**src/logic/axil_xbar_pkg.sv**
```systemverilog
`default_nettype none

package axil_xbar_pkg;

    localparam int ADDR_WIDTH = 32;
    localparam int DATA_WIDTH = 32;
    localparam int STRB_WIDTH = DATA_WIDTH / 8;

    // up to 16 managers and 16 subordinates
    localparam int IDX_WIDTH = 4;

    typedef enum logic [1:0] {
        RESP_OKAY   = 2'b00,
        RESP_EXOKAY = 2'b01,
        RESP_SLVERR = 2'b10,
        RESP_DECERR = 2'b11
    } resp_e;

    typedef enum logic [1:0] {
        WR_IDLE = 2'b00,
        WR_ADDR = 2'b01,
        WR_DATA = 2'b10,
        WR_RESP = 2'b11
    } wr_state_e;

    typedef enum logic [1:0] {
        RD_IDLE = 2'b00,
        RD_ADDR = 2'b01,
        RD_DATA = 2'b10
    } rd_state_e;

    // manager side of one AXI4-Lite link
    typedef struct packed {
        logic [ADDR_WIDTH-1:0] awaddr;
        logic [2:0]            awprot;
        logic                  awvalid;
        logic [DATA_WIDTH-1:0] wdata;
        logic [STRB_WIDTH-1:0] wstrb;
        logic                  wvalid;
        logic                  bready;
        logic [ADDR_WIDTH-1:0] araddr;
        logic [2:0]            arprot;
        logic                  arvalid;
        logic                  rready;
    } axil_req_t;

    // subordinate side of one AXI4-Lite link
    typedef struct packed {
        logic                  awready;
        logic                  wready;
        resp_e                 bresp;
        logic                  bvalid;
        logic                  arready;
        logic [DATA_WIDTH-1:0] rdata;
        resp_e                 rresp;
        logic                  rvalid;
    } axil_rsp_t;

    typedef struct packed {
        logic [IDX_WIDTH-1:0] mst_idx;
        logic [IDX_WIDTH-1:0] slv_idx;
        logic                 hit;
    } route_t;

endpackage

`default_nettype wire
```
**src/logic/xbar_decoder.sv**
```systemverilog
`timescale 1ns/1ps
`default_nettype none

module xbar_decoder import axil_xbar_pkg::*; #(
    parameter int N_MST = 2,
    parameter int N_SLV = 3,
    parameter logic [N_SLV-1:0][ADDR_WIDTH-1:0] SLV_LO = '0,
    parameter logic [N_SLV-1:0][ADDR_WIDTH-1:0] SLV_HI = '0
) (
    input  logic [N_MST-1:0]                 grant_i,
    input  logic [N_MST-1:0][ADDR_WIDTH-1:0] addr_i,
    output route_t                           route_o
);

    logic [IDX_WIDTH-1:0]  mst_idx;
    logic [ADDR_WIDTH-1:0] addr;

    // lowest set grant bit wins
    always_comb begin
        mst_idx = '0;
        for (int i = N_MST - 1; i >= 0; i--) begin
            if (grant_i[i]) begin
                mst_idx = IDX_WIDTH'(i);
            end
        end
    end

    assign addr = addr_i[mst_idx];

    // windows are inclusive, lowest subordinate wins on overlap
    always_comb begin
        route_o         = '0;
        route_o.mst_idx = mst_idx;
        for (int s = N_SLV - 1; s >= 0; s--) begin
            if (addr >= SLV_LO[s] && addr <= SLV_HI[s]) begin
                route_o.slv_idx = IDX_WIDTH'(s);
                route_o.hit     = 1'b1;
            end
        end
    end

endmodule

`default_nettype wire

```
**config.mk**
```make
export PLATFORM = sky130hd
export DESIGN_NAME = xbar_decoder
export DESIGN_NICKNAME = d
export VERILOG_FILES = /design/src/logic/axil_xbar_pkg.sv /design/src/logic/xbar_decoder.sv
export SDC_FILE = /design/constraint.sdc
export NUM_CORES = 1
export LEC_CHECK = 0
export ABC_AREA = 1
export BUFFER_PORTS_ARGS = -buffer_cell sky130_fd_sc_hd__buf_2
export CAP_MARGIN = 20
export CORE_MARGIN = 3
export CORE_UTILIZATION = 26
export DETAILED_ROUTE_END_ITERATION = 8
export GPL_TIMING_DRIVEN = 0
export PLACE_DENSITY = 0.95
export SETUP_SLACK_MARGIN = 0.4
export SLEW_MARGIN = 20
export SYNTH_ARGS = -nofsm -noshare
export SYNTH_HDL_FRONTEND = slang
export SYNTH_SLANG_ARGS = --single-unit
export TNS_END_PERCENT = 50
```
**constraint.sdc**
```tcl
create_clock -name vclk -period 0.8
set_clock_uncertainty 0.1 [all_clocks]
set_input_delay 0 -clock vclk [all_inputs]
set_output_delay 0 -clock vclk [all_outputs]
set_load 0.02 [all_outputs]
```
# Word-level counts from Yosys, hierarchy flattened
# Index checks and enable logic that the tools add are counted.
dict set report totals {
  regBits 0
  input_bits 66
  out_inout_bits 9
  wordCells 9
}
dict set report classes {
  order_cmp 3
  mux 5
  reduce_logical 1
}
# operator n
set ops {}
lappend ops {{32-bit two-way mux} 2}
lappend ops {{32-bit by 1-bit >= comparator with 1-bit output, second input constant} 1}
lappend ops {{32-bit by 1-bit less-or-equal comparator with 1-bit output, second input constant} 1}
lappend ops {{4-bit by 2-bit < comparator with 1-bit output, second input constant} 1}
lappend ops {{4-bit two-way mux} 1}
lappend ops {{1-bit two-way mux} 2}
lappend ops {{1-bit logical AND} 1}

# Depth between registers and ports, before layout
# Gate-level depths: netlist (run 1).
dict set report depth {
  ltp_word 7
  depth_mapped 8
  depth_no_buf 8
}

# Least setup slack after synthesis (run 1)
# OpenSTA, ideal clock, no wires.
dict set report synth_path {
  path_kind {input -> output}
  from {input grant_i[0]}
  to {output route_o[0] (netlist bit)}
  arrival_time_ns 0.704
  required_time_ns 0.700
  path_slack_ns -0.004
  stages 8
  path_buffers 0
  path_cell_list {inv_1 > nand2_4 > inv_4 > nor2_1 > nand2_1 > nand2_1 > nand2_1 > nor2_1}
}
# element line_no
set synth_rtl {}
lappend synth_rtl {{start, declared} xbar_decoder.sv:10} ;# input logic [N_MST-1:0] grant_i,
lappend synth_rtl {{end, declared} xbar_decoder.sv:12} ;# output route_t route_o

==> results of run 1 <==
-- cells by family (layout without fill, tap and decap cells) --
family / after synthesis / in the layout / share of synthesized area (%)
buffers and inverters: 9 / 77 / 17.18
other: 1 / 7 / 1.030
and+or+nand+nor: 72 / 72 / 81.79
-- how the worst max path moves through the flow --
stage	end	slack (ns)	start	depth (start not counted)
6_report	route_o[0]	-0.03	grant_i[0]	10
5_1_grt	route_o[0]	-0.13	addr_i[32]	9
4_1_cts	route_o[0]	-0.03	addr_i[16]	9
3_5_place_dp	route_o[0]	-0.14	grant_i[0]	10
3_3_place_gp	route_o[0]	-0.15	grant_i[0]	10
2_1_floorplan	route_o[0]	0.16	grant_i[0]	8
-- critical path, cell delays in order --
cell and delay, ns:
sky130_fd_sc_hd__buf_8 0.09, sky130_fd_sc_hd__inv_12 0.03, sky130_fd_sc_hd__nand2_8 0.08, sky130_fd_sc_hd__inv_8 0.04, sky130_fd_sc_hd__nor2_1 0.08, sky130_fd_sc_hd__nand2_1 0.06
sky130_fd_sc_hd__nand2_1 0.07, sky130_fd_sc_hd__nand2_2 0.07, sky130_fd_sc_hd__nor2_4 0.10, sky130_fd_sc_hd__buf_6 0.11
-- area by class of cell --
type / count / area share (%)
plain buffers: 7 / 5.714
multi-input cells: 79 / 42.45
repair buffers: 68 / 46.94
inverters: 2 / 2.993
well taps: 14 / 1.905
-- per-layer routing --
| layer | part of all wire (%) | global-route usage [%] | vias to the layer above |
|---|---|---|---|
| li1 | - | - | 378 |
| met1 | 29 | 12.05 | 282 |
| met2 | 59 | 31.56 | 40 |
| met3 | 12 | 1.245 | 0 |
| met4 | 0 | 0 | 0 |
| met5 | 0 | 0 | - |
-- placed cells by master, fill, tap and decap left out --
master and count:
sky130_fd_sc_hd__buf_4 7, sky130_fd_sc_hd__buf_6 13, sky130_fd_sc_hd__nor2_1 30, sky130_fd_sc_hd__nor2_4 5, sky130_fd_sc_hd__buf_8 1, sky130_fd_sc_hd__buf_2 54
sky130_fd_sc_hd__nand2_1 20, sky130_fd_sc_hd__conb_1 7, sky130_fd_sc_hd__nand2_8 1, sky130_fd_sc_hd__and2_0 3, sky130_fd_sc_hd__inv_8 1, sky130_fd_sc_hd__and2_1 5
sky130_fd_sc_hd__inv_12 1, sky130_fd_sc_hd__nand2_2 2, sky130_fd_sc_hd__nor2_2 6
-- power groups by stage --
stage | Clock [mW] | Sequential (mW) | Combinational (mW)
after floorplan | 0 | 0 | 0.131
after global placement | 0 | 0 | 0.297
after detailed placement | 0 | 0 | 0.306
after CTS | 0 | 0 | 0.321
after global routing | 0 | 0 | 0.403
final | 0 | 0 | 0.370
-- metrics by stage --
step | instances | hold slack, ns | TNS, ns | util, % | instance area, um2
detailed placement | 170 | 0.2963 | -0.1371 | 65.83 | 790.8
finish | 170 | 0.2193 | -0.03166 | 76.56 | 919.6
floorplan | 88 | -0.001766 | 0 | - | 432.9
CTS | 170 | 0.2301 | -0.02868 | 68.85 | 827.0
global placement | 170 | 0.2955 | -0.1485 | 65.83 | 790.8
global route | 170 | 0.2350 | -0.1289 | 76.56 | 919.6
-- repair_timing --
item / 4_1_cts / 5_1_grt
resized for setup: 12 / 19
endpoints found under the setup margin: 2 / 2
pin swaps: 5 / 24
==> summary by stage, run 1 <==
Route
After the first detailed-routing iteration, the DRC count stood at 4. The routed layout has 700 vias. After detailed routing, the average wire length per cell comes to 8.882 um. The pre-antenna-repair detailed-routing pass consisted of 2 iterations. The mean number of vias per cell is 4.118. The routed design has 1.510 mm of wire. In the routed design, unresolved DRC markers number 0. The count of antenna-violating nets left after detailed routing is 0.

Worst hold path
The end point of the most critical hold path is route_o[5]. The source of the worst hold timing path is grant_i[1]. In this run the worst hold path is classified as in2out.

Along the worst hold path, the cell count comes to 4.

Run
Across the run, the number of max-cap violations was 0.

Timing
The share of the clock period used by the worst path after layout is 104.0%. The upper clock frequency limit is 1.202 GHz. Subtracting the final worst setup slack from the clock period gives 0.8317 ns. The worst-case setup margin in the final layout is -0.03166 ns.

Setup violations remaining at the end of the flow were counted as 1. The count of final max-slew check failures is 0. The final hold violation count is 0.

Setup repair after global routing could not meet its margin everywhere.

Logic synthesis
The gate count after technology mapping is 82. The share of synthesized area occupied by flip-flops and latches is 0%. In this run, distinct cell masters in the synthesized netlist total 9. In this run the cell area of the synthesized design comes to 364.1 um2. The number of synthesis warnings is 0. By instance count, the leading cell after synthesis is sky130_fd_sc_hd__nor2_1. Summed over its instances, the top area cell type makes up 42.27% of the synthesized netlist area.

The synthesized area divided by synthesized cell count is 4.440 um2. Sorting the synthesized cells by area gives the leading types as sky130_fd_sc_hd__nor2_1 42%, sky130_fd_sc_hd__nand2_1 23%, sky130_fd_sc_hd__buf_4 14%. Of all cell types, the one taking the most synthesized area is sky130_fd_sc_hd__nor2_1. Sorting the synthesized cells by how often they occur yields 41 x sky130_fd_sc_hd__nor2_1, 22 x sky130_fd_sc_hd__nand2_1, 7 x sky130_fd_sc_hd__buf_4.

Setup path
The startpoint class of the critical path is an input pin. The critical path required time is 0.70 ns. At the worst endpoint, the arrival time is 0.73 ns. STA classifies the critical path endpoint as an output pin. The maximum net fanout on the critical path is 5. The path type of the worst setup path is in2out.

Outcome
The checks that failed: negative setup slack. The flow ran to the end, but the final reports show violations.

Die
The initial core utilization is 30.31%. The number of placed I/O pins is 75. The total core area is 1201 um2. The horizontal extent of the die is 43.42 um. The die covers 1885 um2. The floorplan has 12 rows. Measured along the y axis, the die boundary spans 43.42 um.

Placement
The congestion estimate from routability-driven global placement came to 0.6632. Prior to clock tree synthesis, the placed netlist has a worst setup slack of -0.1371 ns. During placement, the flow inserted port buffers numbering 68.

The half-perimeter wire length after placement is 1.329 mm.

GRT
The initial antenna violation count came to 0. The first global-routing pass estimated 2.111 mm of wire. The pin count of the biggest net entering global routing is 6. The number of global-route vias before repair is 604. Summed over all layers, the global routing overflow is 0. The global-route usage over all layers is 13.38%.

Cells and area
The fraction of layout instances using a drive strength above 1 is 58.33%. The number of nets in the layout is 224. The footprint of the multi-input gates is 390.4 um2. The total number of sequential cells is 0. The number of clock buffers in the layout is 0. After filler insertion, the fill cell instance count of the layout stands at 105. The number of antenna diodes is 0. The area growth from synthesis to final layout is 152.6%. The combined flip-flop and latch cell area is 0 um2.

Power and ir drop
The power after layout is 369.5 uW. The worst ir drop on vdd is 0.0002581 V. The internal power of the cells totals 223.3 uW. In this run the power spent charging and discharging nets is 146.2 uW. The fraction of power consumed by the clock network is 0%. In this run the power density over the cells is 401.8 nW/um2. The part of the total power dissipated in sequential elements is 0%. The cell leakage power is 0.5189 nW. Net switching is 39.58% of the power. Combinational cells account for 100.0% of the total power.

CTS
In this run, post-CTS hold repair placed 0 buffers. After clock tree synthesis, the setup repair step added 0 buffers.
(Power assumes the default switching activity.)
==> inputs of run 2 (changes only) <==
Settings changed: BUFFER_PORTS_ARGS -buffer_cell sky130_fd_sc_hd__buf_2 to not set, CORE_AREA set to 3 3 40 42, CORE_MARGIN 3 to not set, CORE_UTILIZATION 26 to not set, DIE_AREA set to 0 0 43 45, DONT_BUFFER_PORTS set to 1, PLACE_DENSITY 0.95 to 0.53.
==> summary by stage, run 2 (synthesized netlist as in run 1, its figures left out) <==
Outcome
The flow ran to the end, and the final reports show no timing, DRC or antenna violations.

Die
The vertical die dimension is 45 um (+3.6%). The number of placed I/O pins is 75 (unchanged). The initial core utilization is 28.33% (-2.0 points).

The total core area is 1285 um2 (+7.0%). The horizontal extent of the die came to 43 um (-0.97%). The overall die area is 1935 um2 (+2.6%). The standard-cell row count was 13 (+1).

Cells and area
The final standard cell area without fillers came to 501.7 um2 (-45%). The number of clock buffers in the layout is 0 (unchanged). The number of antenna diodes came to 0 (unchanged). The area growth from synthesis to final layout is 37.80%. The number of nets in the layout is 156 (-30%). The combined flip-flop and latch cell area is 0 um2 (unchanged). The post-route core utilization is 39.05% (-38 points). The fraction of layout instances using a drive strength above 1 came to 27.27% (-31 points). The most common cell after layout, fill and taps aside is sky130_fd_sc_hd__nor2_1.

Leaving out fill and tap cells, the most frequent cells in the layout are 29 x sky130_fd_sc_hd__nor2_1, 20 x sky130_fd_sc_hd__nand2_1, 7 x sky130_fd_sc_hd__nor2_4, 7 x sky130_fd_sc_hd__buf_4, 7 x sky130_fd_sc_hd__conb_1. The total number of sequential cells is 0 (unchanged).

Setup path
The critical path required time was 0.70 ns (about the same). The worst setup path is captured at an output pin. The most used cell along the critical path is sky130_fd_sc_hd__nand2_1. The maximum net fanout on the critical path is 1 (-4). The kind of cell with the highest combined delay along the critical path is simple AND/OR/NAND/NOR gates. Traced cell by cell, the critical path runs through nor2_1, nand2_1, nor2_1, nand2_1, nand2_1, nand2_2, nor2_4. The delay of the slowest cell on the worst path came to 0.17 ns (+0.06 ns). The critical path arrival was 0.58 ns (-0.15 ns). The path type of the worst setup path is in2out. The cell with the largest stage delay on the worst path is sky130_fd_sc_hd__nor2_4. The startpoint class of the critical path is an input pin. The number of buffer and inverter stages on the critical path is 0 (-4).

Timing
The share of the clock period used by the worst path after layout is 85.27% (-19 points). The upper clock frequency limit was 1.466 GHz (+22%). The final hold violation count is 0 (unchanged). The count of final max-slew check failures came to 0 (unchanged). The total of endpoints with negative setup slack in the final report is 0 (-1). The aggregate negative setup slack is 0 ns (+0.03166 ns). Setup repair after global routing could not meet its margin everywhere. The clock period minus worst slack came to 0.6822 ns (-0.1495 ns).

Power and ir drop
The cell area power density came to 299.0 nW/um2 (-26%). The cell leakage power came to 0.2209 nW (-57%). The power after layout is 150.0 uW (-59%). The worst ir drop on vdd is 0.0001594 V (-38%).

Worst hold path
In this run the worst hold path is classified as in2out.

Placement
The weighted congestion reported at the end of routability-driven placement is 0.6282 (-5.3%). The half-perimeter wire length after placement is 864.7 um (-35%). The total placed instance area was 451.7 um2 (-43%). The count of buffers from port buffering is 0 (-100%).

Route
The first-pass detailed-route iteration total is 4 (+2). The violation count after the first detailed-routing iteration is 5 (+1). The number of remaining DRC errors is 0 (unchanged). The count of vias placed by the detailed router is 456 (-35%). The per-cell routed wire length is 9.058 um (+2.0%).

The count of antenna-violating nets left after detailed routing was 0 (unchanged). The wire length reported by the detailed router is 933 um (-38%). The mean number of vias per cell is 4.427 (+7.5%).

CTS
The count of hold-fix buffers inserted at cts is 0 (unchanged). The post-CTS setup buffer count was 0 (unchanged).

GRT
The remaining global-route overflow came to 0 (unchanged). The global-route usage over all layers is 6.633% (-6.7 points). The number of global-route vias before repair is 306 (-49%). The initial antenna violation count is 0 (unchanged). The first-pass GRT wire length is 1.048 mm (-50%).

The pin count of the biggest net entering global routing is 6 (unchanged).

Run
The number of violations of the max-capacitance limit is 0 (unchanged).
-- run 2: cell count changes in the layout (fill, tap and decap cells not counted), sizes merged --
| cell | delta |
|---|---|
| buf | -68 |
-- run 2: metal layers --
metal  part of all wire [%]  track usage (%)
met5                      0                0
met4                      0                0
met3                     18           0.7968
met2                     54            14.37
met1                     27            7.143
-- run 2: worst paths after layout --
kind | endpoint | from | cells past startpoint | slack [ns]
worst min-delay path | route_o[5] | grant_i[1] | 2 | 0.01
worst max-delay path | route_o[0] | addr_i[16] | 7 | 0.12
-- run 2: timing repair --
item | 4_1_cts | 5_1_grt
endpoints found under the setup margin | 1 | 1
gates resized for setup | 9 | 6
pin swaps | 10 | 7
-- run 2: per-stage QoR --
stage	setup WS, ns	std cells	hold slack, ns
floorplan	0.1553	88	-0.001766
global placement	0.1041	103	0.01360
detailed placement	0.09924	103	0.01328
CTS	0.1022	103	0.01418
global route	0.03376	103	0.01639
finish	0.1178	103	0.009511
-- run 2: where the power goes --
part,internal [mW],total (mW),switching [mW]
logic,0.0760,0.150,0.0741
clock network,0,0,0
registers,0,0,0
-- run 2: cell type report --
class              count  area, um2
plain buffers          7      52.55
fillers              140      783.3
inverters              2      27.53
multi-input cells     79      402.9
well taps             15      18.77
