**config.mk**
```make
export PLATFORM = sky130hd
export DESIGN_NAME = xbar_ctrl
export DESIGN_NICKNAME = d
export VERILOG_FILES = /design/src/logic/axil_xbar_pkg.sv /design/src/logic/xbar_ctrl.sv
export SDC_FILE = /design/constraint.sdc
export NUM_CORES = 1
export LEC_CHECK = 0
export CORE_AREA = 2 2 43 45
export CTS_BUF_LIST = sky130_fd_sc_hd__clkbuf_8 sky130_fd_sc_hd__clkbuf_16
export CTS_CLUSTER_SIZE = 40
export DETAILED_ROUTE_END_ITERATION = 7
export DIE_AREA = 0 0 45 47
export DONT_BUFFER_PORTS = 1
export PLACE_DENSITY = 0.79
export REMOVE_ABC_BUFFERS = 1
export SKIP_CTS_REPAIR_TIMING = 1
export SLEW_MARGIN = 0
export SYNTH_ARGS = -nofsm -noshare
export SYNTH_HDL_FRONTEND = slang
export SYNTH_SLANG_ARGS = --single-unit
```
**constraint.sdc**
```tcl
create_clock -name clk_i -period 1.8 [get_ports clk_i]
set_input_delay 0.09 -clock clk_i [delete_from_list [all_inputs] [get_ports clk_i]]
set_output_delay 0.09 -clock clk_i [all_outputs]
set_load 0.03 [all_outputs]
```
**src/logic/axil_xbar_pkg.sv**
```systemverilog
`default_nettype none

package axil_xbar_pkg;

    localparam int ADDR_WIDTH = 32;
    localparam int DATA_WIDTH = 32;
    localparam int STRB_WIDTH = DATA_WIDTH / 8;

    // up to 16 managers and 16 subordinates
    localparam int IDX_WIDTH = 4;

    typedef enum logic [1:0] {
        RESP_OKAY   = 2'b00,
        RESP_EXOKAY = 2'b01,
        RESP_SLVERR = 2'b10,
        RESP_DECERR = 2'b11
    } resp_e;

    typedef enum logic [1:0] {
        WR_IDLE = 2'b00,
        WR_ADDR = 2'b01,
        WR_DATA = 2'b10,
        WR_RESP = 2'b11
    } wr_state_e;

    typedef enum logic [1:0] {
        RD_IDLE = 2'b00,
        RD_ADDR = 2'b01,
        RD_DATA = 2'b10
    } rd_state_e;

    // manager side of one AXI4-Lite link
    typedef struct packed {
        logic [ADDR_WIDTH-1:0] awaddr;
        logic [2:0]            awprot;
        logic                  awvalid;
        logic [DATA_WIDTH-1:0] wdata;
        logic [STRB_WIDTH-1:0] wstrb;
        logic                  wvalid;
        logic                  bready;
        logic [ADDR_WIDTH-1:0] araddr;
        logic [2:0]            arprot;
        logic                  arvalid;
        logic                  rready;
    } axil_req_t;

    // subordinate side of one AXI4-Lite link
    typedef struct packed {
        logic                  awready;
        logic                  wready;
        resp_e                 bresp;
        logic                  bvalid;
        logic                  arready;
        logic [DATA_WIDTH-1:0] rdata;
        resp_e                 rresp;
        logic                  rvalid;
    } axil_rsp_t;

    typedef struct packed {
        logic [IDX_WIDTH-1:0] mst_idx;
        logic [IDX_WIDTH-1:0] slv_idx;
        logic                 hit;
    } route_t;

endpackage

`default_nettype wire
```
**src/logic/xbar_ctrl.sv**
```systemverilog
`timescale 1ns/1ps
`default_nettype none

module xbar_ctrl import axil_xbar_pkg::*; #(
    parameter int N_MST = 2
) (
    input  logic             clk_i,
    input  logic             rstn_i,
    input  logic [N_MST-1:0] wr_grant_i,
    input  logic [N_MST-1:0] rd_grant_i,
    input  route_t           wr_route_i,
    input  route_t           rd_route_i,
    input  logic             wr_step_i,
    input  logic             rd_step_i,
    output wr_state_e        wr_state_o,
    output rd_state_e        rd_state_o,
    output route_t           wr_route_o,
    output route_t           rd_route_o,
    output logic             wr_ack_o,
    output logic             rd_ack_o
);

    wr_state_e wr_state_q;
    wr_state_e wr_state_d;
    rd_state_e rd_state_q;
    rd_state_e rd_state_d;
    route_t    wr_route_q;
    route_t    rd_route_q;

    // ========================================================================
    // write path: AW, then W, then B
    // ========================================================================

    always_comb begin
        wr_state_d = wr_state_q;
        case (wr_state_q)
            WR_IDLE: if (|wr_grant_i) wr_state_d = WR_ADDR;
            WR_ADDR: if (wr_step_i) wr_state_d = WR_DATA;
            WR_DATA: if (wr_step_i) wr_state_d = WR_RESP;
            WR_RESP: if (wr_step_i) wr_state_d = WR_IDLE;
            default: wr_state_d = WR_IDLE;
        endcase
    end

    always_ff @(posedge clk_i or negedge rstn_i) begin
        if (!rstn_i) begin
            wr_state_q <= WR_IDLE;
            wr_route_q <= '0;
        end else begin
            wr_state_q <= wr_state_d;
            if (wr_state_q == WR_IDLE && |wr_grant_i) begin
                wr_route_q <= wr_route_i;
            end
        end
    end

    // B taken by the manager, release the arbiter
    assign wr_ack_o   = (wr_state_q == WR_RESP) && wr_step_i;
    assign wr_state_o = wr_state_q;
    assign wr_route_o = wr_route_q;

    // ========================================================================
    // read path: AR, then R
    // ========================================================================

    always_comb begin
        rd_state_d = rd_state_q;
        case (rd_state_q)
            RD_IDLE: if (|rd_grant_i) rd_state_d = RD_ADDR;
            RD_ADDR: if (rd_step_i) rd_state_d = RD_DATA;
            RD_DATA: if (rd_step_i) rd_state_d = RD_IDLE;
            default: rd_state_d = RD_IDLE;
        endcase
    end

    always_ff @(posedge clk_i or negedge rstn_i) begin
        if (!rstn_i) begin
            rd_state_q <= RD_IDLE;
            rd_route_q <= '0;
        end else begin
            rd_state_q <= rd_state_d;
            if (rd_state_q == RD_IDLE && |rd_grant_i) begin
                rd_route_q <= rd_route_i;
            end
        end
    end

    assign rd_ack_o   = (rd_state_q == RD_DATA) && rd_step_i;
    assign rd_state_o = rd_state_q;
    assign rd_route_o = rd_route_q;

endmodule

`default_nettype wire

```
-- Word-level counts from Yosys, hierarchy flattened
Cells that the tools add are included.
W data, S select, Z words.
- register bits after elaboration: 22
- output and inout bits: 24
- word-level logic and storage cells: 39
- bits of input ports: 26
- reduce and logical (&&, ||, !) cells: 10
- equal/unequal tests: 12
- multiplexer cells: 9
- operators with widths (operator ; count):
    $mux W2 ; 7
    $ne A2 B2 Y1 const B ; 6
    $pmux W2 S4 ; 1
    $eq A2 B2 Y1 const B ; 3
    $pmux W2 S3 ; 1
    $eq A2 B1 Y1 const B ; 2
    $logic_and A1 B1 Y1 ; 4
    $logic_not A2 Y1 ; 2
    $reduce_and A4 Y1 ; 1
    $reduce_or A2 Y1 ; 2
    $reduce_and A3 Y1 ; 1
    $ne A2 B1 Y1 const B ; 1

-- Logic depth before layout (Yosys ltp)
Gate-level depths: netlist of run 1.
- word-level depth: 3
- depth in mapped cells: 5
- gate-level depth less buffers: 5

-- Worst setup path before layout of run 1
Ideal clock, no wire load.
- path type: register -> register
- start point: register wr_state_q[0] (netlist: wr_state_o[0])
- end point: register wr_route_q (netlist bit wr_route_o[0])
- required time: 1.675 ns
- period minus slack after synthesis: 1.552 ns
- arrival time: 1.427 ns
- slack: 0.248 ns
- buffers on the path: 0
- library setup time: 0.125 ns
- cell stages (with the launch flop): 5
- cells stage by stage: dfrtp_1 inv_1 ha_1 o21ai_2 mux2_2
- word-level cells in the longest chain between the ends: 2
- RTL lines (element ; line ; text):
    start, declared ; xbar_ctrl.sv:23 ; wr_state_e wr_state_q;
    start signal, assigned ; xbar_ctrl.sv:50 ; wr_state_q <= wr_state_d;
    $logic_not A2 Y1 ; xbar_ctrl.sv:51 ; if (wr_state_q == WR_IDLE && |wr_grant_i) begin
    $logic_and A1 B1 Y1 ; xbar_ctrl.sv:51 ;
    end signal, assigned ; xbar_ctrl.sv:52 ; wr_route_q <= wr_route_i;
    end, declared ; xbar_ctrl.sv:27 ; route_t wr_route_q;
No other way between the ends.
A chain may end at the register's enable or synchronous reset.

-- Worst setup path after layout of run 1
- start point: register rd_state_q[0] (netlist: rd_state_o[0])
- end point: output port rd_ack_o
- word-level cells in the longest chain between the ends: 2
- RTL lines (element ; line ; text):
    start, declared ; xbar_ctrl.sv:25 ; rd_state_e rd_state_q;
    start signal, assigned ; xbar_ctrl.sv:81 ; rd_state_q <= rd_state_d;
    $eq A2 B2 Y1 ; xbar_ctrl.sv:88 ; assign rd_ack_o = (rd_state_q == RD_DATA) && rd_step_i;
    $logic_and A1 B1 Y1 ; xbar_ctrl.sv:88 ;
    end, declared ; xbar_ctrl.sv:20 ; output logic rd_ack_o
No other way between the ends.

==> results of run 1 <==
==> Yosys cell counts <==
library cell	n
ha_1	5
nor3_4	1
o21ai_2	1
nand3b_1	1
mux2i_1	1
nand2b_1	1
dfrtp_1	22
o21ai_0	1
inv_1	3
and2_1	1
o2bb2ai_1	1
nor3_1	1
mux2_2	19
a21o_1	1
nor2_1	5
==> worst reg2reg max path: cells and delay by family (launching register included) <==
family	cells	cell delay [ps]
buffers and inverters	1	130
and+or+nand+nor	1	50
muxes	1	360
AOI/OAI and AO/OA	1	230
adders and majority gates	1	180
DFF	1	410
==> registers in the layout, summed over array words and instances (netlist names) <==
signal / flops
wr_state_o: 2
rd_state_o: 2
rd_route_o: 9
wr_route_o: 9
==> layout make-up <==
class                      count  area (µm²)  share of cell area [%]
sequential                    22         551                    44.2
clock buffer                   4        55.1                    4.42
tap                           17        21.3                    1.71
multi-input combinational     39         377                    30.3
timing repair buffer          24         230                    18.5
inverter                       3        11.3                   0.905
==> worst paths after layout <==
path / start / endpoint / slack, ps
hold / removal: rd_step_i / rd_state_o[1]$_DFFE_PN0P_ / 9
min in group asynchronous: rstn_i / rd_route_o[6]$_DFFE_PN0P_ / 420
max in group asynchronous: rstn_i / wr_state_o[0]$_DFFE_PN0P_ / 800
setup reg to reg: wr_state_o[0]$_DFFE_PN0P_ / wr_state_o[1]$_DFFE_PN0P_ / 330
hold reg to reg: wr_state_o[1]$_DFFE_PN0P_ / wr_state_o[1]$_DFFE_PN0P_ / 610
setup / recovery: rd_state_o[0]$_DFFE_PN0P_ / rd_ack_o / 280
==> power breakdown <==
| part | switching (µW) | internal (µW) |
|---|---|---|
| logic | 381 | 436 |
| registers | 607 | 748 |
| clock network | 144 | 194 |
==> per-stage QoR <==
| step | hold WS (ps) | total power, µW | worst slack, ps | std cells |
|---|---|---|---|---|
| floorplan | -206 | 1950 | 248 | 64 |
| global placement | -205 | 2120 | 378 | 85 |
| detailed placement | -205 | 2160 | 346 | 85 |
| CTS | -483 | 2500 | 266 | 89 |
| global route | 27.5 | 2640 | 211 | 109 |
| finish | 8.67 | 2510 | 275 | 109 |
==> logic make-up after synthesis <==
kind of cell / count (synthesis) / share of synthesized area, %
compound gates: 4 / 3.20
flops: 22 / 58.7
simple gates: 10 / 6.40
mux: 20 / 23.9
buf+inv: 3 / 1.20
fa+ha+maj: 5 / 6.67
==> cells in the final DEF, fill, tap and decap left out <==
| cell type | Yosys | final |
|---|---|---|
| nor3_4 | 1 | 1 |
| a21o_1 | 1 | 1 |
| and2_1 | 1 | 1 |
| o21ai_0 | 1 | 1 |
| mux2i_1 | 1 | 1 |
| dlygate4sd3_1 | 0 | 20 |
| nor2_1 | 5 | 5 |
| dfrtp_1 | 22 | 22 |
| nand2b_1 | 1 | 1 |
| clkbuf_8 | 0 | 4 |
| buf_4 | 0 | 4 |
| mux2_2 | 19 | 19 |
| inv_1 | 3 | 3 |
| o2bb2ai_1 | 1 | 1 |
| nor3_1 | 1 | 1 |
| nand3b_1 | 1 | 1 |
| ha_1 | 5 | 5 |
| o21ai_2 | 1 | 1 |
==> layer usage <==
metal	GRT usage [%]	part of all wire, %	up-vias
li1	-	-	277
met1	15.8	37	289
met4	8.82	0.62	0
met3	4.23	8.3	2
met2	23.7	53	27
met5	0	0	-
==> summary.md, run 1 <==
| Metric | Value |
|---|---|
| First-pass GRT wire length | 2010 µm |
| Routed WL | approximately 1600 µm |
| Final HPWL DP | between 1000 and 1500 µm |
| I/O pins | 50 |
| Worst Max-Slew Pin Slew | 943 ps |
| First DRT Iteration DRCs | 5 |
| Cell taking the most area after synthesis | dfrtp_1 |
| Max clock buf depth | 2 |
| Setup_tns | 0 ps |
| TritonRoute pass-1 iters | 2 |
| Overall Global Routing Usage | 14.1% |
| Final Cycle Share | between 80% and 90% |
| Final hold vios | 0 |
| Placed Area | 990 µm² |
| Worst Hold Depth | 2 |
| Skew final | 1.93 ps |
| CP cell instances | buf_4 -> nand2b_1 -> nor2_1 |
| Outcome | completed |
| Critical Path Fanout Max | 4 |
| Peak VDD IR | approximately 1300 µV |
| Core area | 0.00165 mm² |
| Max Clk Rate | 0.656 GHz |
| Post-DRT Antenna Nets | 0 |
| Mapped Area | 938 µm² |
| Critical path class | flop to primary output |
| Clock Latency Late Sink | 250 ps |
| RSZ-0062 raised after global routing | no |
| Max-Cap Viols | 0 |
| Initial Utilization | 56.8% |
| Pwr/cell area | slightly above 2000 mW/mm² |
| Vias | roughly 600 |
| P_leak | 0.000559 µW |
| Slew headroom | 36.9% |
| Die height | 47 µm |
| Largest net degree at the start of global routing | 23 |
| Area grow syn2layout | 32.7% |
| Area of the die | approximately 0.0021 mm² |
| Worst endpoint required time | around 1700 ps |
| Final setup viols | 0 |
| Layout cells sized above 1 | about a third |
| CP max-delay cell | nor2_1 |
| Cells after Synth | 64 |
| Vias per inst | 5.46 |
| NumNets Final | ~120 |
| HP Class | primary input to flop |
| CP max stage delay | ~430 ps |
| Diode count | 0 |
| Syn avg cell area | 14.7 µm² |
| CP Buf/Inv Count | 1 |
| Fillcell total | 116 |
| TritonCTS buffer count | 3 |
| Gp weighted congestion | about 0.60 |
| Path depth of the worst reg2reg path | 5 |
| WL/cell | approximately 15 µm |
| CP top delay family | simple AND/OR/NAND/NOR gates |
| Synth top area share | around three fifths |
| Root Driver | clkbuf_8 |
| Startpoint types | flop |
| DRC | 0 |
| Logic depth of the worst setup path including buffers | 3 |
| CTS tree | done |
| Synth cell types | 15 |
| H-Tree Depth | 1 |
| Sequential area share after synthesis | about three fifths |
| Crit end category | primary output |
| Die X | 45 µm |
| Number of synthesized register bits | 22 |
| Final Cell Area | 0.00124 mm² |
| Max-slew violation count | 0 |
| PortBufs | 0 |
| Worst-path clk slew | around 70 ps |
| Yosys warnings | 0 |
| Final global-route overflow total | 0 |
| Number of global-route vias before repair | 496 |
| Util after Layout | approximately three quarters |
| Initial antenna violation count | 0 |
| Min cycle time layout | roughly 1500 ps |
| Clock Sinks | 22 |
| Crit path DAT | 1430 ps |
| Row cnt | 15 |
| Top post-synthesis cells by area | dfrtp_1, mux2_2, ha_1, nor2_1, nor3_4 |
Power figures use the tool's default switching activity.
==> run 2, diff against run 1 <==
ABC_AREA = 1   (was default)
CORE_AREA = 2 2 46 48   (was 2 2 43 45)
DIE_AREA = 0 0 48 50   (was 0 0 45 47)
PLACE_DENSITY = 0.78   (was 0.79)
clock period = 1.6 ns   (was 1.8 ns; I/O delays follow)
==> summary.md, run 2 <==
| Metric | Value |
|---|---|
| CTS tree | done |
| Psw | 1460 µW (+29%) |
| Predominant post-synthesis flop cell | dfrtp_1 |
| Crit path DAT | 1330 ps (-100 ps) |
| RR Startpoint | wr_state_o[0]$_DFFE_PN0P_ |
| Global-route met3 utilization | 4.03% (-0.20 points) |
| Final hold vios | 3 (+3) |
| Vias | 788 (+32%) |
| Startpoint types | flop |
| Initial antenna violation count | 0 (unchanged) |
| Setup_tns | 0 ps (unchanged) |
| Hold Path End | wr_route_o[1]$_DFFE_PN0P_ |
| Core area | 0.00190 mm² (+15%) |
| Slew headroom | 60.6% (+24 points) |
| Area grow syn2layout | 24.4% |
| Worst endpoint required time | 1520 ps (-190 ps) |
| Final Cycle Share | 88.2% |
| Async SR Flop Fraction | 100% (unchanged) |
| Post-synth EDFFs | 0 (unchanged) |
| Number of synthesized register bits | 22 (unchanged) |
| Syn avg cell area | 9.30 µm² (-37%) |
| Worst Hold Depth | 2 (unchanged) |
| Commonest non-fill, non-tap cells in the layout | nand2_1, inv_1, dfrtp_1, dlygate4sd3_1, o21ai_2 |
| Worst-path clk slew | 80 ps (about the same) |
| Pwr/cell area | 2130 mW/mm² (+5.4%) |
| Yosys warnings | 0 (unchanged) |
| Placed Area | 0.00110 mm² (+11%) |
| Met2 track demand over resource | 28.9% (+5.2 points) |
| Worst Max-Slew Pin Slew | 588 ps (-355 ps) |
| Layout cells sized above 1 | 16.1% (-15 points) |
| Max Clk Rate | 0.708 GHz |
| Met1 Usage GRT | 19.4% (+3.7 points) |
| Clock Sinks | 22 (unchanged) |
| Failing checks | hold timing |
| Gp weighted congestion | 0.654 (+9.1%) |
| Vias per inst | 4.80 (-12%) |
| Die height | 50 µm (+6.4%) |
| Global routing's busiest layer | met2 |
| Cells after Synth | 115 (+80%) |
| Peak VDD IR | 1130 µV (-12%) |
| Synth cell types | 15 (unchanged) |
| TritonRoute pass-1 iters | 4 (+2) |
| Die X | 48 µm (+6.7%) |
| Max-slew violation count | 0 (unchanged) |
| Overall Global Routing Usage | 17.0% (+2.9 points) |
| NumNets Final | 170 (+37%) |
| Logic pwr share | 33.4% (+0.8 points) |
| Worst min-delay path startpoint | wr_route_i[1] |
| Top-count cell post-synth | nand2_1 |
| First DRT Iteration DRCs | 19 (+14) |
| Area of the die | 0.00240 mm² (+13%) |
| Outcome | finished with violations |
| Most common cell after layout, fill and taps aside | nand2_1 |
| HP Class | primary input to flop |
| FF/Latch Area | 551 µm² (unchanged) |
| Cell taking the most area after synthesis | dfrtp_1 |
| Top post-synthesis cells by area | dfrtp_1, nand2_1, o21ai_2, inv_1, ha_1 |
| Path depth of the worst reg2reg path | 5 (unchanged) |
| Reg2Reg Setup Slack | 310 ps (-20 ps) |
| Reg2reg end | wr_state_o[0]$_DFFE_PN0P_ |
| Number of global-route vias before repair | 676 (+36%) |
| TritonCTS buffer count | 3 (unchanged) |
| Final setup viols | 0 (unchanged) |
| Final HPWL DP | 1440 µm (+26%) |
| Mapped Area | 0.00107 mm² (+14%) |
| Part of the power in registers | 55.0% (+1.0 points) |
| Fillcell total | 158 (+36%) |
| PortBufs | 0 (unchanged) |
| Most frequent cells after synthesis | nand2_1, inv_1, dfrtp_1 |
| WL/cell | 12.8 µm (-13%) |
| Critical Path Fanout Max | 3 (-1) |
| Initial Utilization | 56.3% (-0.57 points) |
| Sequential area share after synthesis | 51.5% (-7.2 points) |
| Clock Power Share | 11.6% (-1.9 points) |
| DRC | 0 (unchanged) |
| Diode count | 0 (unchanged) |
| Largest net degree at the start of global routing | 23 (unchanged) |
| First-pass GRT wire length | 2880 µm (+43%) |
| Max-Cap Viols | 0 (unchanged) |
| Area of the multi-input gates | 399 µm² (+6.0%) |
| Max clock buf depth | 2 (unchanged) |
| Final Cell Area | 0.00133 mm² (+6.9%) |
| Cell Int Power | 1370 µW (-0.40%) |
| Post-DRT Antenna Nets | 0 (unchanged) |
| Power Total | 2830 µW (+13%) |
| Critical path class | flop to primary output |
| RSZ-0062 raised after global routing | no |
| Switching share of total power | 51.5% (+6.4 points) |
| H-Tree Depth | 1 (unchanged) |
| Final Hold Slack | -27.3 ps (-36.0 ps) |
| Final global-route overflow total | 0 (unchanged) |
| Crit end category | primary output |
| Min cycle time layout | 1410 ps |
| Row cnt | 16 (+1) |
| Skew final | 4.34 ps (+2.41 ps) |
| Synth top area share | 51.5% (-7.2 points) |
| I/O pins | 50 (unchanged) |
| Clock Latency Late Sink | 250 ps (about the same) |
| P_leak | 0.000696 µW (+24%) |
| Root Driver | clkbuf_8 |
| Routed WL | 2100 µm (+31%) |
-- run 2: cell types whose count changed after synthesis, moves of 2 or more --
cell     previous run  this run
nand3_1             0         3
o21ai_2             1        11
nand2_1             0        29
o21ai_0             1         8
o21ai_1             0         2
o21ai_4             0         2
inv_1               3        25
nor2_1              5         3
mux2_2             19         0
-- run 2: power by group through the flow --
stage | Clock [µW] | Combinational (µW) | Sequential [µW]
detailed placement | 0 | 907 | 1570
finish | 328 | 946 | 1560
global placement | 0 | 853 | 1550
floorplan | 0 | 682 | 1550
CTS | 339 | 907 | 1560
global route | 360 | 1090 | 1590
-- run 2: cells by family after synthesis --
family / share of synthesized area [%]
flip-flops: 51.5
AO/OA/AOI/OAI: 16.7
AND/OR/NAND/NOR: 14.7
adder cells (fa/ha/maj): 5.85
buffers and inverters: 11.2
-- run 2: metrics by stage --
| stage | setup WS, ps | utilization (%) | instances |
|---|---|---|---|
| after floorplan | 151 | - | 113 |
| after global placement | 401 | 57.8 | 143 |
| after detailed placement | 323 | 57.8 | 143 |
| after CTS | 173 | 60.0 | 146 |
| after global routing | 122 | 70.0 | 164 |
| final | 188 | 70.0 | 164 |
-- run 2: final cells by class --
| class | instances | area share [%] |
|---|---|---|
| timing repair buffer | 21 | 16.0 |
| tap | 27 | 2.54 |
| clock buffer | 3 | 3.10 |
| inverter | 25 | 7.05 |
| sequential | 22 | 41.4 |
| multi-input combinational | 66 | 30.0 |
-- run 2: per-layer routing --
layer | routed length [µm] | vias up | share of wire [%]
met5 | 0 | - | 0
met3 | 90 | 2 | 4.3
met1 | 779 | 370 | 37
li1 | - | 392 | -
met4 | 19 | 0 | 0.91
met2 | 1210 | 24 | 58
-- run 2: how the worst max path moves through the flow --
stage | from | endpoint | slack [ps] | depth (start not counted)
final | rd_state_o[1]$_DFFE_PN0P_ | rd_ack_o | 190 | 3
after global routing | rd_state_o[1]$_DFFE_PN0P_ | rd_ack_o | 120 | 3
after CTS | rd_state_o[1]$_DFFE_PN0P_ | rd_ack_o | 170 | 3
after detailed placement | wr_state_o[0]$_DFFE_PN0P_ | wr_state_o[0]$_DFFE_PN0P_ | 320 | 5
after global placement | wr_state_o[0]$_DFFE_PN0P_ | wr_state_o[0]$_DFFE_PN0P_ | 400 | 5
after floorplan | rd_state_o[1]$_DFFE_PN0P_ | rd_ack_o | 150 | 2
-- run 2: critical path, cell delays in order, from the launching register on --
cell     delay (ps)
dfrtp_1         580
inv_1           130
nor3_1          180
buf_4           190
