--- src/logic/axil_xbar_pkg.sv ---
`default_nettype none

package axil_xbar_pkg;

    localparam int ADDR_WIDTH = 32;
    localparam int DATA_WIDTH = 32;
    localparam int STRB_WIDTH = DATA_WIDTH / 8;

    // up to 16 managers and 16 subordinates
    localparam int IDX_WIDTH = 4;

    typedef enum logic [1:0] {
        RESP_OKAY   = 2'b00,
        RESP_EXOKAY = 2'b01,
        RESP_SLVERR = 2'b10,
        RESP_DECERR = 2'b11
    } resp_e;

    typedef enum logic [1:0] {
        WR_IDLE = 2'b00,
        WR_ADDR = 2'b01,
        WR_DATA = 2'b10,
        WR_RESP = 2'b11
    } wr_state_e;

    typedef enum logic [1:0] {
        RD_IDLE = 2'b00,
        RD_ADDR = 2'b01,
        RD_DATA = 2'b10
    } rd_state_e;

    // manager side of one AXI4-Lite link
    typedef struct packed {
        logic [ADDR_WIDTH-1:0] awaddr;
        logic [2:0]            awprot;
        logic                  awvalid;
        logic [DATA_WIDTH-1:0] wdata;
        logic [STRB_WIDTH-1:0] wstrb;
        logic                  wvalid;
        logic                  bready;
        logic [ADDR_WIDTH-1:0] araddr;
        logic [2:0]            arprot;
        logic                  arvalid;
        logic                  rready;
    } axil_req_t;

    // subordinate side of one AXI4-Lite link
    typedef struct packed {
        logic                  awready;
        logic                  wready;
        resp_e                 bresp;
        logic                  bvalid;
        logic                  arready;
        logic [DATA_WIDTH-1:0] rdata;
        resp_e                 rresp;
        logic                  rvalid;
    } axil_rsp_t;

    typedef struct packed {
        logic [IDX_WIDTH-1:0] mst_idx;
        logic [IDX_WIDTH-1:0] slv_idx;
        logic                 hit;
    } route_t;

endpackage

`default_nettype wire
--- src/logic/xbar_wr_route.sv ---
`timescale 1ns/1ps
`default_nettype none

module xbar_wr_route import axil_xbar_pkg::*; #(
    parameter int N_MST = 2,
    parameter int N_SLV = 3
) (
    input  wr_state_e             state_i,
    input  route_t                route_i,
    input  axil_req_t [N_MST-1:0] mst_req_i,
    input  axil_rsp_t [N_SLV-1:0] slv_rsp_i,
    output axil_rsp_t [N_MST-1:0] mst_rsp_o,
    output axil_req_t [N_SLV-1:0] slv_req_o,
    output logic                  step_o
);

    axil_req_t mst_req;
    axil_rsp_t slv_rsp;

    assign mst_req = mst_req_i[route_i.mst_idx];
    assign slv_rsp = slv_rsp_i[route_i.slv_idx];

    // only the lane pair of the current route is live
    always_comb begin
        mst_rsp_o = '0;
        slv_req_o = '0;
        step_o    = 1'b0;
        case (state_i)
            WR_ADDR: begin
                if (route_i.hit) begin
                    slv_req_o[route_i.slv_idx].awaddr  = mst_req.awaddr;
                    slv_req_o[route_i.slv_idx].awprot  = mst_req.awprot;
                    slv_req_o[route_i.slv_idx].awvalid = mst_req.awvalid;
                    mst_rsp_o[route_i.mst_idx].awready = slv_rsp.awready;
                    step_o = mst_req.awvalid && slv_rsp.awready;
                end else begin
                    mst_rsp_o[route_i.mst_idx].awready = 1'b1;
                    step_o = mst_req.awvalid;
                end
            end
            WR_DATA: begin
                if (route_i.hit) begin
                    slv_req_o[route_i.slv_idx].wdata  = mst_req.wdata;
                    slv_req_o[route_i.slv_idx].wstrb  = mst_req.wstrb;
                    slv_req_o[route_i.slv_idx].wvalid = mst_req.wvalid;
                    mst_rsp_o[route_i.mst_idx].wready = slv_rsp.wready;
                    step_o = mst_req.wvalid && slv_rsp.wready;
                end else begin
                    // miss, data is dropped
                    mst_rsp_o[route_i.mst_idx].wready = 1'b1;
                    step_o = mst_req.wvalid;
                end
            end
            WR_RESP: begin
                if (route_i.hit) begin
                    slv_req_o[route_i.slv_idx].bready = mst_req.bready;
                    mst_rsp_o[route_i.mst_idx].bvalid = slv_rsp.bvalid;
                    mst_rsp_o[route_i.mst_idx].bresp  = slv_rsp.bresp;
                    step_o = slv_rsp.bvalid && mst_req.bready;
                end else begin
                    mst_rsp_o[route_i.mst_idx].bvalid = 1'b1;
                    mst_rsp_o[route_i.mst_idx].bresp  = RESP_DECERR;
                    step_o = mst_req.bready;
                end
            end
            default: ;
        endcase
    end

endmodule

`default_nettype wire

--- config.mk ---
export PLATFORM = sky130hd
export DESIGN_NAME = xbar_wr_route
export DESIGN_NICKNAME = d
export VERILOG_FILES = /design/src/logic/axil_xbar_pkg.sv /design/src/logic/xbar_wr_route.sv
export SDC_FILE = /design/constraint.sdc
export NUM_CORES = 1
export LEC_CHECK = 0
export ABC_AREA = 1
export BUFFER_PORTS_ARGS = -buffer_cell sky130_fd_sc_hd__buf_4
export CORE_AREA = 2 2 302 304
export DETAILED_ROUTE_END_ITERATION = 12
export DIE_AREA = 0 0 304 306
export GPL_ROUTABILITY_DRIVEN = 0
export SLEW_MARGIN = 20
export SYNTH_ARGS = -nofsm -noshare
export SYNTH_HDL_FRONTEND = slang
export SYNTH_SLANG_ARGS = --single-unit
export TNS_END_PERCENT = 5
--- constraint.sdc ---
create_clock -name vclk -period 2.45
set_input_delay 0.1225 -clock vclk [all_inputs]
set_output_delay 0.1225 -clock vclk [all_outputs]
set_load 0.005 [all_outputs]
After elaboration in Yosys (flattened, before gate mapping)
Cells that the tools add are included.
{ "word_totals": {"ff_bits": 0, "output_inout_bits": 416, "word_cells": 62} }
{ "op_classes": {"magnitude_cmp": 4, "eq_ne": 3, "n_mux": 44, "bitwise": 6, "reduce_logical": 5} }
{ "ops": {"columns": ["operator", "count"], "rows": [
  ["$demux W111 S2", 7],
  ["$bwmux W333", 4],
  ["$and A333 B333 Y333", 3],
  ["$mux W333", 3],
  ["$pmux W333 S3", 1],
  ["$mux W111", 3],
  ["$and A82 B82 Y82", 3],
  ["$mux W82", 3],
  ["$pmux W82 S3", 1],
  ["$bwmux W82", 2],
  ["$demux W41 S1", 4],
  ["$bmux W41 S2", 1],
  ["$mux W41", 2],
  ["$mux W79", 1],
  ["$mux W39", 2],
  ["$mux W76", 1],
  ["$mux W75", 1],
  ["$mux W43", 1],
  ["$mux W40", 1],
  ["$mux W38", 1],
  ["$mux W37", 1],
  ["$ge A4 B1 Y1 const B", 2],
  ["$logic_and A1 B1 Y1", 5],
  ["$eq A2 B2 Y1 const B", 2],
  ["other kinds (5)", 7]
]} }

Longest topological paths before layout
Gate-level depths: netlist (run 1).
{ "logic_depth": {"ltp_word": 9, "ltp_mapped": 7} }

Worst setup path before layout (run 1)
No wires, ideal clock.
{ "synth_timing": {"path_type": "in2out", "startpoint": "in state_i[0]", "endpoint": "out slv_req_o[297] (netlist name)", "t_arrival_ps": 1011, "t_required_ps": 2328, "setup_slack_ps": 1316, "stages": 6, "path_cell_list": "inv_1 -> or2_2 -> nor2_4 -> nand2_2 -> buf_6 -> nor2_1"} }
{ "synth_lines": {"columns": ["element", "line_no", "source"], "rows": [
  ["start: declaration", "xbar_wr_route.sv:8", "input wr_state_e state_i,"],
  ["end: declaration", "xbar_wr_route.sv:13", "output axil_req_t [N_SLV-1:0] slv_req_o,"]
]} }

==> results of run 1 <==
==> kinds of logic (layout without fill, tap and decap cells) <==
group	count (synthesis)	in the layout	share of synthesized area
mux	71	71	0.1959
buf+inv	233	468	0.4700
other cells	1	189	0.001033
compound gates	9	9	0.01379
simple gates	291	291	0.3193
==> power by group through the flow <==
| stage | Clock, mW | Combinational, mW | Sequential, mW |
|---|---|---|---|
| after floorplan | 0 | 0.478 | 0 |
| after global placement | 0 | 0.760 | 0 |
| after detailed placement | 0 | 0.758 | 0 |
| after CTS | 0 | 0.760 | 0 |
| after global routing | 0.000000109 | 0.820 | 0 |
| final | 0.000000201 | 0.734 | 0 |
==> metrics by stage <==
step / worst slack, ns / utilization
finish: 0.4898 / 0.08411
CTS: 0.5314 / 0.08394
global route: 0.4434 / 0.08400
global placement: 0.5532 / 0.08394
detailed placement: 0.5332 / 0.08394
floorplan: 1.316 / -
==> final cells by class <==
cell class / instances / area share
Antenna cell: 6 / 0.001992
Timing Repair Buffer: 446 / 0.4460
Multi-Input combinational cell: 554 / 0.3458
Inverter: 22 / 0.01096
Tap cell: 1176 / 0.1953
==> synthesized netlist by cell type <==
master / number / area share
sky130_fd_sc_hd__nand2_4: 2 / 0.0062
sky130_fd_sc_hd__o211ai_1: 2 / 0.0041
sky130_fd_sc_hd__buf_6: 15 / 0.047
sky130_fd_sc_hd__inv_2: 1 / 0.0010
sky130_fd_sc_hd__nand3_1: 6 / 0.0083
sky130_fd_sc_hd__nand2_2: 5 / 0.0086
sky130_fd_sc_hd__mux2i_1: 71 / 0.20
sky130_fd_sc_hd__nor3_4: 1 / 0.0045
sky130_fd_sc_hd__or2_2: 2 / 0.0034
sky130_fd_sc_hd__buf_4: 189 / 0.39
sky130_fd_sc_hd__nor2_2: 2 / 0.0034
sky130_fd_sc_hd__nand2_1: 36 / 0.037
sky130_fd_sc_hd__a21oi_1: 4 / 0.0055
sky130_fd_sc_hd__conb_1: 1 / 0.0010
sky130_fd_sc_hd__buf_2: 7 / 0.0097
sky130_fd_sc_hd__nor2_1: 235 / 0.24
sky130_fd_sc_hd__nor3_1: 1 / 0.0014
sky130_fd_sc_hd__nor2_4: 1 / 0.0031
sky130_fd_sc_hd__o21ai_0: 3 / 0.0041
sky130_fd_sc_hd__inv_1: 21 / 0.022
==> per-layer routing <==
metal	global-route usage	vias up	share of wire
met4	0.01689	4	0.023
met1	0.08385	2136	0.41
met5	0	-	0.00076
met3	0.01666	24	0.076
li1	-	2338	-
met2	0.1274	437	0.49
==> path summary, 6_finish.rpt <==
kind	cells after the start	endpoint	slack, ns	start
hold / removal	4	slv_req_o[267]	0.61	mst_req_i[45]
setup / recovery	5	slv_req_o[284]	0.49	route_i[5]
==> worst min-delay path: cells and delay by family <==
family / cells / cell delay, ns
buffers and inverters: 2 / 0.19
multiplexers: 1 / 0.07
AND/OR/NAND/NOR: 1 / 0.11
==> impl_metrics.ini, run 1 <==
[global_routing]
grtUsageTotal = 0.07064
grt_antenna_before_repair = 7
globalRoute.totalOverflow = 0
grt_start_max_net_pins = 38
global_route_wire_length_before_repair_mm = 43.44
first_global_vias = 4737

[routing]
route.vias.total = 4939
finalWirelength_mm = 35.42
detailedRoute.firstIterationViolations = 149
firstDrtPassIters = 4
detail_route.drc_violations = 0
vias_per_cell = 2.241
drt-wirelength-per-cell_um = 16.07
route.antenna.remaining_nets = 0

[final_layout]
area_of_the_multi_input_gates_um2 = 2606
leading_cell_type_in_the_layout_fill_and_taps_excluded = sky130_fd_sc_hd__buf_4
number_of_nets_in_the_layout = 1380
post-route-cell-area_um2 = 7536
nClkBuffers = 0
seq_cells = 0
final_cell_count_no_fill = 2204
area_growth_syn_to_layout_pct = 107.7
final_cell_mix = 445 x sky130_fd_sc_hd__buf_4, 235 x sky130_fd_sc_hd__nor2_1, 183 x sky130_fd_sc_hd__conb_1
proportion_of_layout_cells_with_a_drive_suffix_above_1 = 0.4501
fillers = 10595
seqCellArea_um2 = 0

[power_and_ir_drop]
p_leak_nw = 4.043
clock_power_share = 0
vdd_drop_max_mv = 0.05469
power.share.switching = 0.5610
pwr-share-seq = 0
combPwrFrac = 1.000
cellPowerDensity_nw_per_um2 = 97.46
p_total_mw = 0.7345
netSwitchingPower_mw = 0.4121
intPower_mw = 0.3224

[worst_hold_path]
hold_path.class = in -> out

[critical_path]
worst-setup-path-type = in -> out
arrival_ns = 1.84
data_required_critical_path_ns = 2.33
timing.critical_path.buf_inv = 3
worstPathCellList = buf_4 -> buf_4 -> mux2i_1 -> nor2_1 -> buf_4
cp_dominant_cell_by_count = sky130_fd_sc_hd__buf_4
crit_family = buffers and inverters
cpPeakStageDelay_ns = 0.72
critical_path.slowest_cell = sky130_fd_sc_hd__mux2i_1
worstSetupStartpointType = input pin
timing.critical_path.to_type = output pin
highest_fanout_seen_on_the_critical_path = 22

[die]
core_area_um2 = 89600
die_w_um = 304
initial_core_util = 0.04050
floorplan.die_area_um2 = 93020
num_io_pins = 772
rows = 110
die_height_um = 306

[placed_design]
detailed_place_hpwl_mm = 33.11
place_area_um2 = 7521
placement.io_buffers = 407
dp_cells = 2198

[clocking]
cts_resized = 0
cts.repair_timing.setup_buffer_count = 0
post_cts_hold_buffer_count = 0

[synthesis]
netlist-cell-type-count = 20
cell_area_after_technology_mapping_um2 = 3628
synth_area_per_cell_um2 = 5.997
yosysWarnings = 0
synth.yosys.seq_area_share = 0
synth_cells = 605

[outcome]
status = complete, no violations

[timing]
max_freq_ghz = 0.5102
max_slew.worst_pin.slew_ns = 0.8200
post-route-min-period_ns = 1.960
tns_ns = 0
hold_ws_ns = 0.6063
report.final.setup_viol = 0
final_hold_viol_count = 0
slew_headroom = 0.4377
period_share = 0.8001
grt_setup_unrepaired = false
finalMaxSlewViolations = 0

[run]
cap_violations = 0
No activity file was read; power rests on OpenSTA's default activity.
==> run 2: changes to the inputs <==
--- a/config.mk
+++ b/config.mk
@@ -7,9 +7,9 @@
 export LEC_CHECK = 0
 export ABC_AREA = 1
 export BUFFER_PORTS_ARGS = -buffer_cell sky130_fd_sc_hd__buf_4
-export CORE_AREA = 2 2 302 304
+export CORE_AREA = 2 2 299 301
 export DETAILED_ROUTE_END_ITERATION = 12
-export DIE_AREA = 0 0 304 306
+export DIE_AREA = 0 0 301 303
 export GPL_ROUTABILITY_DRIVEN = 0
 export SLEW_MARGIN = 20
 export SYNTH_ARGS = -nofsm -noshare
==> constraint.sdc (replaced) <==
create_clock -name vclk -period 1.8
set_input_delay 0.09 -clock vclk [all_inputs]
set_output_delay 0.09 -clock vclk [all_outputs]
set_load 0.005 [all_outputs]
==> run 2 against run 1 <==
Critical path type unchanged. Largest power group unchanged. Core utilization is 0.27 points higher. Count of clock-buffer cells in the layout stayed put. Combinational power grew 33%. Power is 33% higher. First-iteration DRC count up 56%.
==> impl_metrics.ini, run 2 (synthesis results as in run 1) <==
[routing]
vias_per_cell = 2.275
route.vias.total = 4995
finalWirelength_mm = 35.86
firstDrtPassIters = 4
route.antenna.remaining_nets = 0
detailedRoute.firstIterationViolations = 233
detail_route.drc_violations = 0
drt-wirelength-per-cell_um = 16.33

[clocking]
post_cts_hold_buffer_count = 0
cts_resized = 0
cts.repair_timing.setup_buffer_count = 0

[global_routing]
grt_antenna_before_repair = 6
first_global_vias = 4431
grt_start_max_net_pins = 38
grtUsageTotal = 0.07158
global_route_wire_length_before_repair_mm = 42.32
globalRoute.totalOverflow = 0

[final_layout]
final_cell_mix = 442 x sky130_fd_sc_hd__buf_4, 235 x sky130_fd_sc_hd__nor2_1, 183 x sky130_fd_sc_hd__conb_1
leading_cell_type_in_the_layout_fill_and_taps_excluded = sky130_fd_sc_hd__buf_4
area_of_the_multi_input_gates_um2 = 2606
post-route-cell-area_um2 = 7637
proportion_of_layout_cells_with_a_drive_suffix_above_1 = 0.4522
seqCellArea_um2 = 0
fillers = 10409
seq_cells = 0
number_of_nets_in_the_layout = 1384
nClkBuffers = 0
area_growth_syn_to_layout_pct = 110.5

[critical_path]
timing.critical_path.buf_inv = 4
worstSetupStartpointType = input pin
cpPeakStageDelay_ns = 0.41
worstPathCellList = buf_4 -> buf_12 -> o21ai_0 -> buf_4 -> nor2_1 -> nand2_1 -> nand3_1 -> buf_4
critical_path.slowest_cell = sky130_fd_sc_hd__o21ai_0
crit_family = buffers and inverters
highest_fanout_seen_on_the_critical_path = 37
cp_dominant_cell_by_count = sky130_fd_sc_hd__buf_4
data_required_critical_path_ns = 1.71
arrival_ns = 1.50
timing.critical_path.to_type = output pin
worst-setup-path-type = in -> out

[outcome]
status = complete, no violations

[timing]
hold_ws_ns = 0.5558
max_slew.worst_pin.slew_ns = 0.6529
final_hold_viol_count = 0
max_freq_ghz = 0.6282
report.final.setup_viol = 0
period_share = 0.8844
slew_headroom = 0.5601
tns_ns = 0
post-route-min-period_ns = 1.592
grt_setup_unrepaired = false
finalMaxSlewViolations = 0

[worst_hold_path]
hold_path.class = in -> out

[die]
rows = 109
floorplan.die_area_um2 = 91200
die_w_um = 301
num_io_pins = 772
core_area_um2 = 87970
initial_core_util = 0.04125
die_height_um = 303

[run]
cap_violations = 0

[power_and_ir_drop]
cellPowerDensity_nw_per_um2 = 128.1
vdd_drop_max_mv = 0.1253
p_leak_nw = 4.106
p_total_mw = 0.9782

[placed_design]
placement.io_buffers = 407
place_area_um2 = 7625
detailed_place_hpwl_mm = 33.37
## run 2: cell count changes in the layout (fill, tap and decap cells not counted), sizes merged
cell	before	now
buf	446	450
diode	6	5
## run 2: final timing paths
kind	to	startpoint	slack (ns)	cells after the start
worst max-delay path	step_o	route_i[5]	0.21	8
worst min-delay path	slv_req_o[163]	mst_req_i[52]	0.56	4
## run 2: tightest hold or removal path, cell delays in order
cell and delay [ns]:
sky130_fd_sc_hd__buf_4 0.08, sky130_fd_sc_hd__mux2i_1 0.08, sky130_fd_sc_hd__nor2_1 0.10, sky130_fd_sc_hd__buf_4 0.12
## run 2: report_power, final
group           total (mW)  switching (mW)  internal (mW)  leakage, nW
logic                0.978           0.537          0.441         4.11
clock network  0.000000125               0    0.000000125    0.0000363
registers                0               0              0            0
total                0.978           0.537          0.441         4.11
## run 2: area by class of cell
class                           instances  share of cell area
Antenna cell                            5            0.001638
Inverter                               22             0.01081
Multi-Input combinational cell        554              0.3413
Tap cell                             1165              0.1909
Timing Repair Buffer                  450              0.4554
## run 2: layer usage
layer | up-vias | part of all wire | GRT usage
met2 | 436 | 0.49 | 0.1326
met4 | 0 | 0.028 | 0.01647
met3 | 24 | 0.075 | 0.01153
li1 | 2348 | - | -
met5 | - | 0 | 0
met1 | 2187 | 0.41 | 0.08574
## run 2: metrics by stage
stage	std cells	worst slack [ns]	utilization
floorplan	787	0.7313	-
detailed placement	2191	0.1635	0.08668
CTS	2191	0.1455	0.08668
global placement	2191	0.1713	0.08668
finish	2196	0.2081	0.08682
global route	2193	0.06175	0.08674
==> run 3: changes to the inputs <==
--- a/config.mk
+++ b/config.mk
@@ -7,9 +7,10 @@
 export LEC_CHECK = 0
 export ABC_AREA = 1
 export BUFFER_PORTS_ARGS = -buffer_cell sky130_fd_sc_hd__buf_4
-export CORE_AREA = 2 2 299 301
+export CAP_MARGIN = 20
+export CORE_AREA = 8 8 297 299
 export DETAILED_ROUTE_END_ITERATION = 12
-export DIE_AREA = 0 0 301 303
+export DIE_AREA = 0 0 305 307
 export GPL_ROUTABILITY_DRIVEN = 0
 export SLEW_MARGIN = 20
 export SYNTH_ARGS = -nofsm -noshare
==> constraint.sdc (replaced) <==
create_clock -name vclk -period 1.8
set_input_delay 0.18 -clock vclk [all_inputs]
set_output_delay 0.18 -clock vclk [all_outputs]
set_load 0.005 [all_outputs]
==> run 3 against run 2 <==
Power up 5.2%. Sequential share of layout area did not move. Final cell count down 3.2%. Via count is 0.54% higher. Routed wire length is 13% higher. Count of clock-buffer cells in the layout unchanged. Critical path depth is 1 higher. Die area up 2.7%. Worst setup slack lost 0.14 ns. Combinational power rose by 5%. Highest routed layer is now met5. Final area grew 1.9%.
==> impl_metrics.ini, run 3 (synthesis results as in run 1) <==
[routing]
vias_per_cell = 2.363
firstDrtPassIters = 4
drt-wirelength-per-cell_um = 19.11
route.vias.total = 5022
finalWirelength_mm = 40.60
detail_route.drc_violations = 0
route.antenna.remaining_nets = 0
detailedRoute.firstIterationViolations = 265

[final_layout]
seq_cells = 0
fillers = 9824
area_growth_syn_to_layout_pct = 114.6
final_cell_mix = 448 x sky130_fd_sc_hd__buf_4, 224 x sky130_fd_sc_hd__nor2_1, 183 x sky130_fd_sc_hd__conb_1
leading_cell_type_in_the_layout_fill_and_taps_excluded = sky130_fd_sc_hd__buf_4
seqCellArea_um2 = 0
number_of_nets_in_the_layout = 1400
final_cell_count_no_fill = 2125
proportion_of_layout_cells_with_a_drive_suffix_above_1 = 0.4722
nClkBuffers = 0

[die]
rows = 106
die_w_um = 305
num_io_pins = 772
die_height_um = 307
floorplan.die_area_um2 = 93640
core_area_um2 = 83160
initial_core_util = 0.04363

[critical_path]
worstPathCellList = buf_4 -> nor2_4 -> inv_2 -> nor3_4 -> buf_4 -> nand2_2 -> buf_12 -> nor2_1 -> buf_4
highest_fanout_seen_on_the_critical_path = 36
timing.critical_path.to_type = output pin
critical_path.slowest_cell = sky130_fd_sc_hd__nor3_4
worstSetupStartpointType = input pin
crit_end = slv_req_o[321]
timing.critical_path.buf_inv = 5
data_required_critical_path_ns = 1.62
crit_cells = 9
cpPeakStageDelay_ns = 0.24
crit_family = buffers and inverters
timing_startpoint_of_the_critical_path = route_i[3]
arrival_ns = 1.55
worst-setup-path-type = in -> out
cp_dominant_cell_by_count = sky130_fd_sc_hd__buf_4

[worst_hold_path]
hold_path.class = in -> out

[power_and_ir_drop]
power.share.switching = 0.5414
pwr-share-seq = 0
netSwitchingPower_mw = 0.5573
cellPowerDensity_nw_per_um2 = 132.2
intPower_mw = 0.4721
clock_power_share = 0
vdd_drop_max_mv = 0.07075
p_leak_nw = 4.231
combPwrFrac = 1.000

[global_routing]
grtUsageTotal = 0.07723
global_route_wire_length_before_repair_mm = 49.59
globalRoute.totalOverflow = 0
grt_antenna_before_repair = 6
first_global_vias = 5623
grt_start_max_net_pins = 38

[placed_design]
preCtsSetupSlack_ns = 0.04212
dp_cells = 2118
detailed_place_hpwl_mm = 36.48
placement.io_buffers = 407

[timing]
period_share = 0.9623
max_freq_ghz = 0.5773
slew_headroom = 0.6585
final_critical_path_setup_slack_ns = 0.06780
finalMaxSlewViolations = 0
final_hold_viol_count = 0
report.final.setup_viol = 0
grt_setup_unrepaired = false
max_slew.worst_pin.slew_ns = 0.4980
post-route-min-period_ns = 1.732
tns_ns = 0

[run]
cap_violations = 0

[outcome]
status = complete, no violations
## run 3: how the worst min path moves through the flow
stage | startpoint | endpoint | slack, ns | cells past startpoint
after floorplan | route_i[1] | slv_req_o[259] | 0.47 | 3
after global placement | mst_req_i[41] | slv_req_o[152] | 0.73 | 4
after detailed placement | mst_req_i[41] | slv_req_o[152] | 0.72 | 4
after CTS | mst_req_i[41] | slv_req_o[152] | 0.72 | 4
after global routing | mst_req_i[40] | slv_req_o[151] | 0.76 | 4
final | mst_req_i[41] | slv_req_o[152] | 0.72 | 4
## run 3: tightest hold or removal path, delay by kind of cell
family / cells / cell delay, ns
buffers and inverters: 2 / 0.20
and+or+nand+nor: 1 / 0.10
muxes: 1 / 0.07
## run 3: metal layers
| metal | vias up | part of all wire | global-route usage |
|---|---|---|---|
| met4 | 2 | 0.0072 | 0.004524 |
| met2 | 420 | 0.49 | 0.1409 |
| li1 | 2376 | - | - |
| met1 | 2214 | 0.43 | 0.09266 |
| met3 | 10 | 0.077 | 0.02343 |
| met5 | - | 0.00032 | 0 |
## run 3: area by class of cell
| cell class | instances | area, um2 | share of cell area |
|---|---|---|---|
| Multi-Input combinational cell | 554 | 2659 | 0.3415 |
| Antenna cell | 3 | 7.507 | 0.0009642 |
| Timing Repair Buffer | 466 | 3686 | 0.4734 |
| Inverter | 22 | 82.58 | 0.01061 |
| Tap cell | 1080 | 1351 | 0.1736 |
## run 3: through the flow
stage                     area (um2)  power [mW]  utilization  hold WS, ns
after floorplan                 4312      0.6508            -       0.4722
after global placement          7621       1.035      0.09165       0.7266
after detailed placement        7621       1.038      0.09165       0.7240
after CTS                       7621       1.040      0.09165       0.7240
after global routing            7781       1.145      0.09357       0.7616
final                           7786       1.029      0.09363       0.7208
## run 3: power groups by stage
stage          combinational, mW  sequential [mW]     clock, mW
2_1_floorplan              0.651                0             0
3_3_place_gp                1.03                0             0
3_5_place_dp                1.04                0             0
4_1_cts                     1.04                0             0
5_1_grt                     1.15                0  0.0000000743
6_report                    1.03                0   0.000000249
## run 3: repair_timing
item	in CTS	in global routing
buffers inserted	0	1
gates resized for setup	0	22
hold buffers	0	0
setup endpoints to repair	0	89
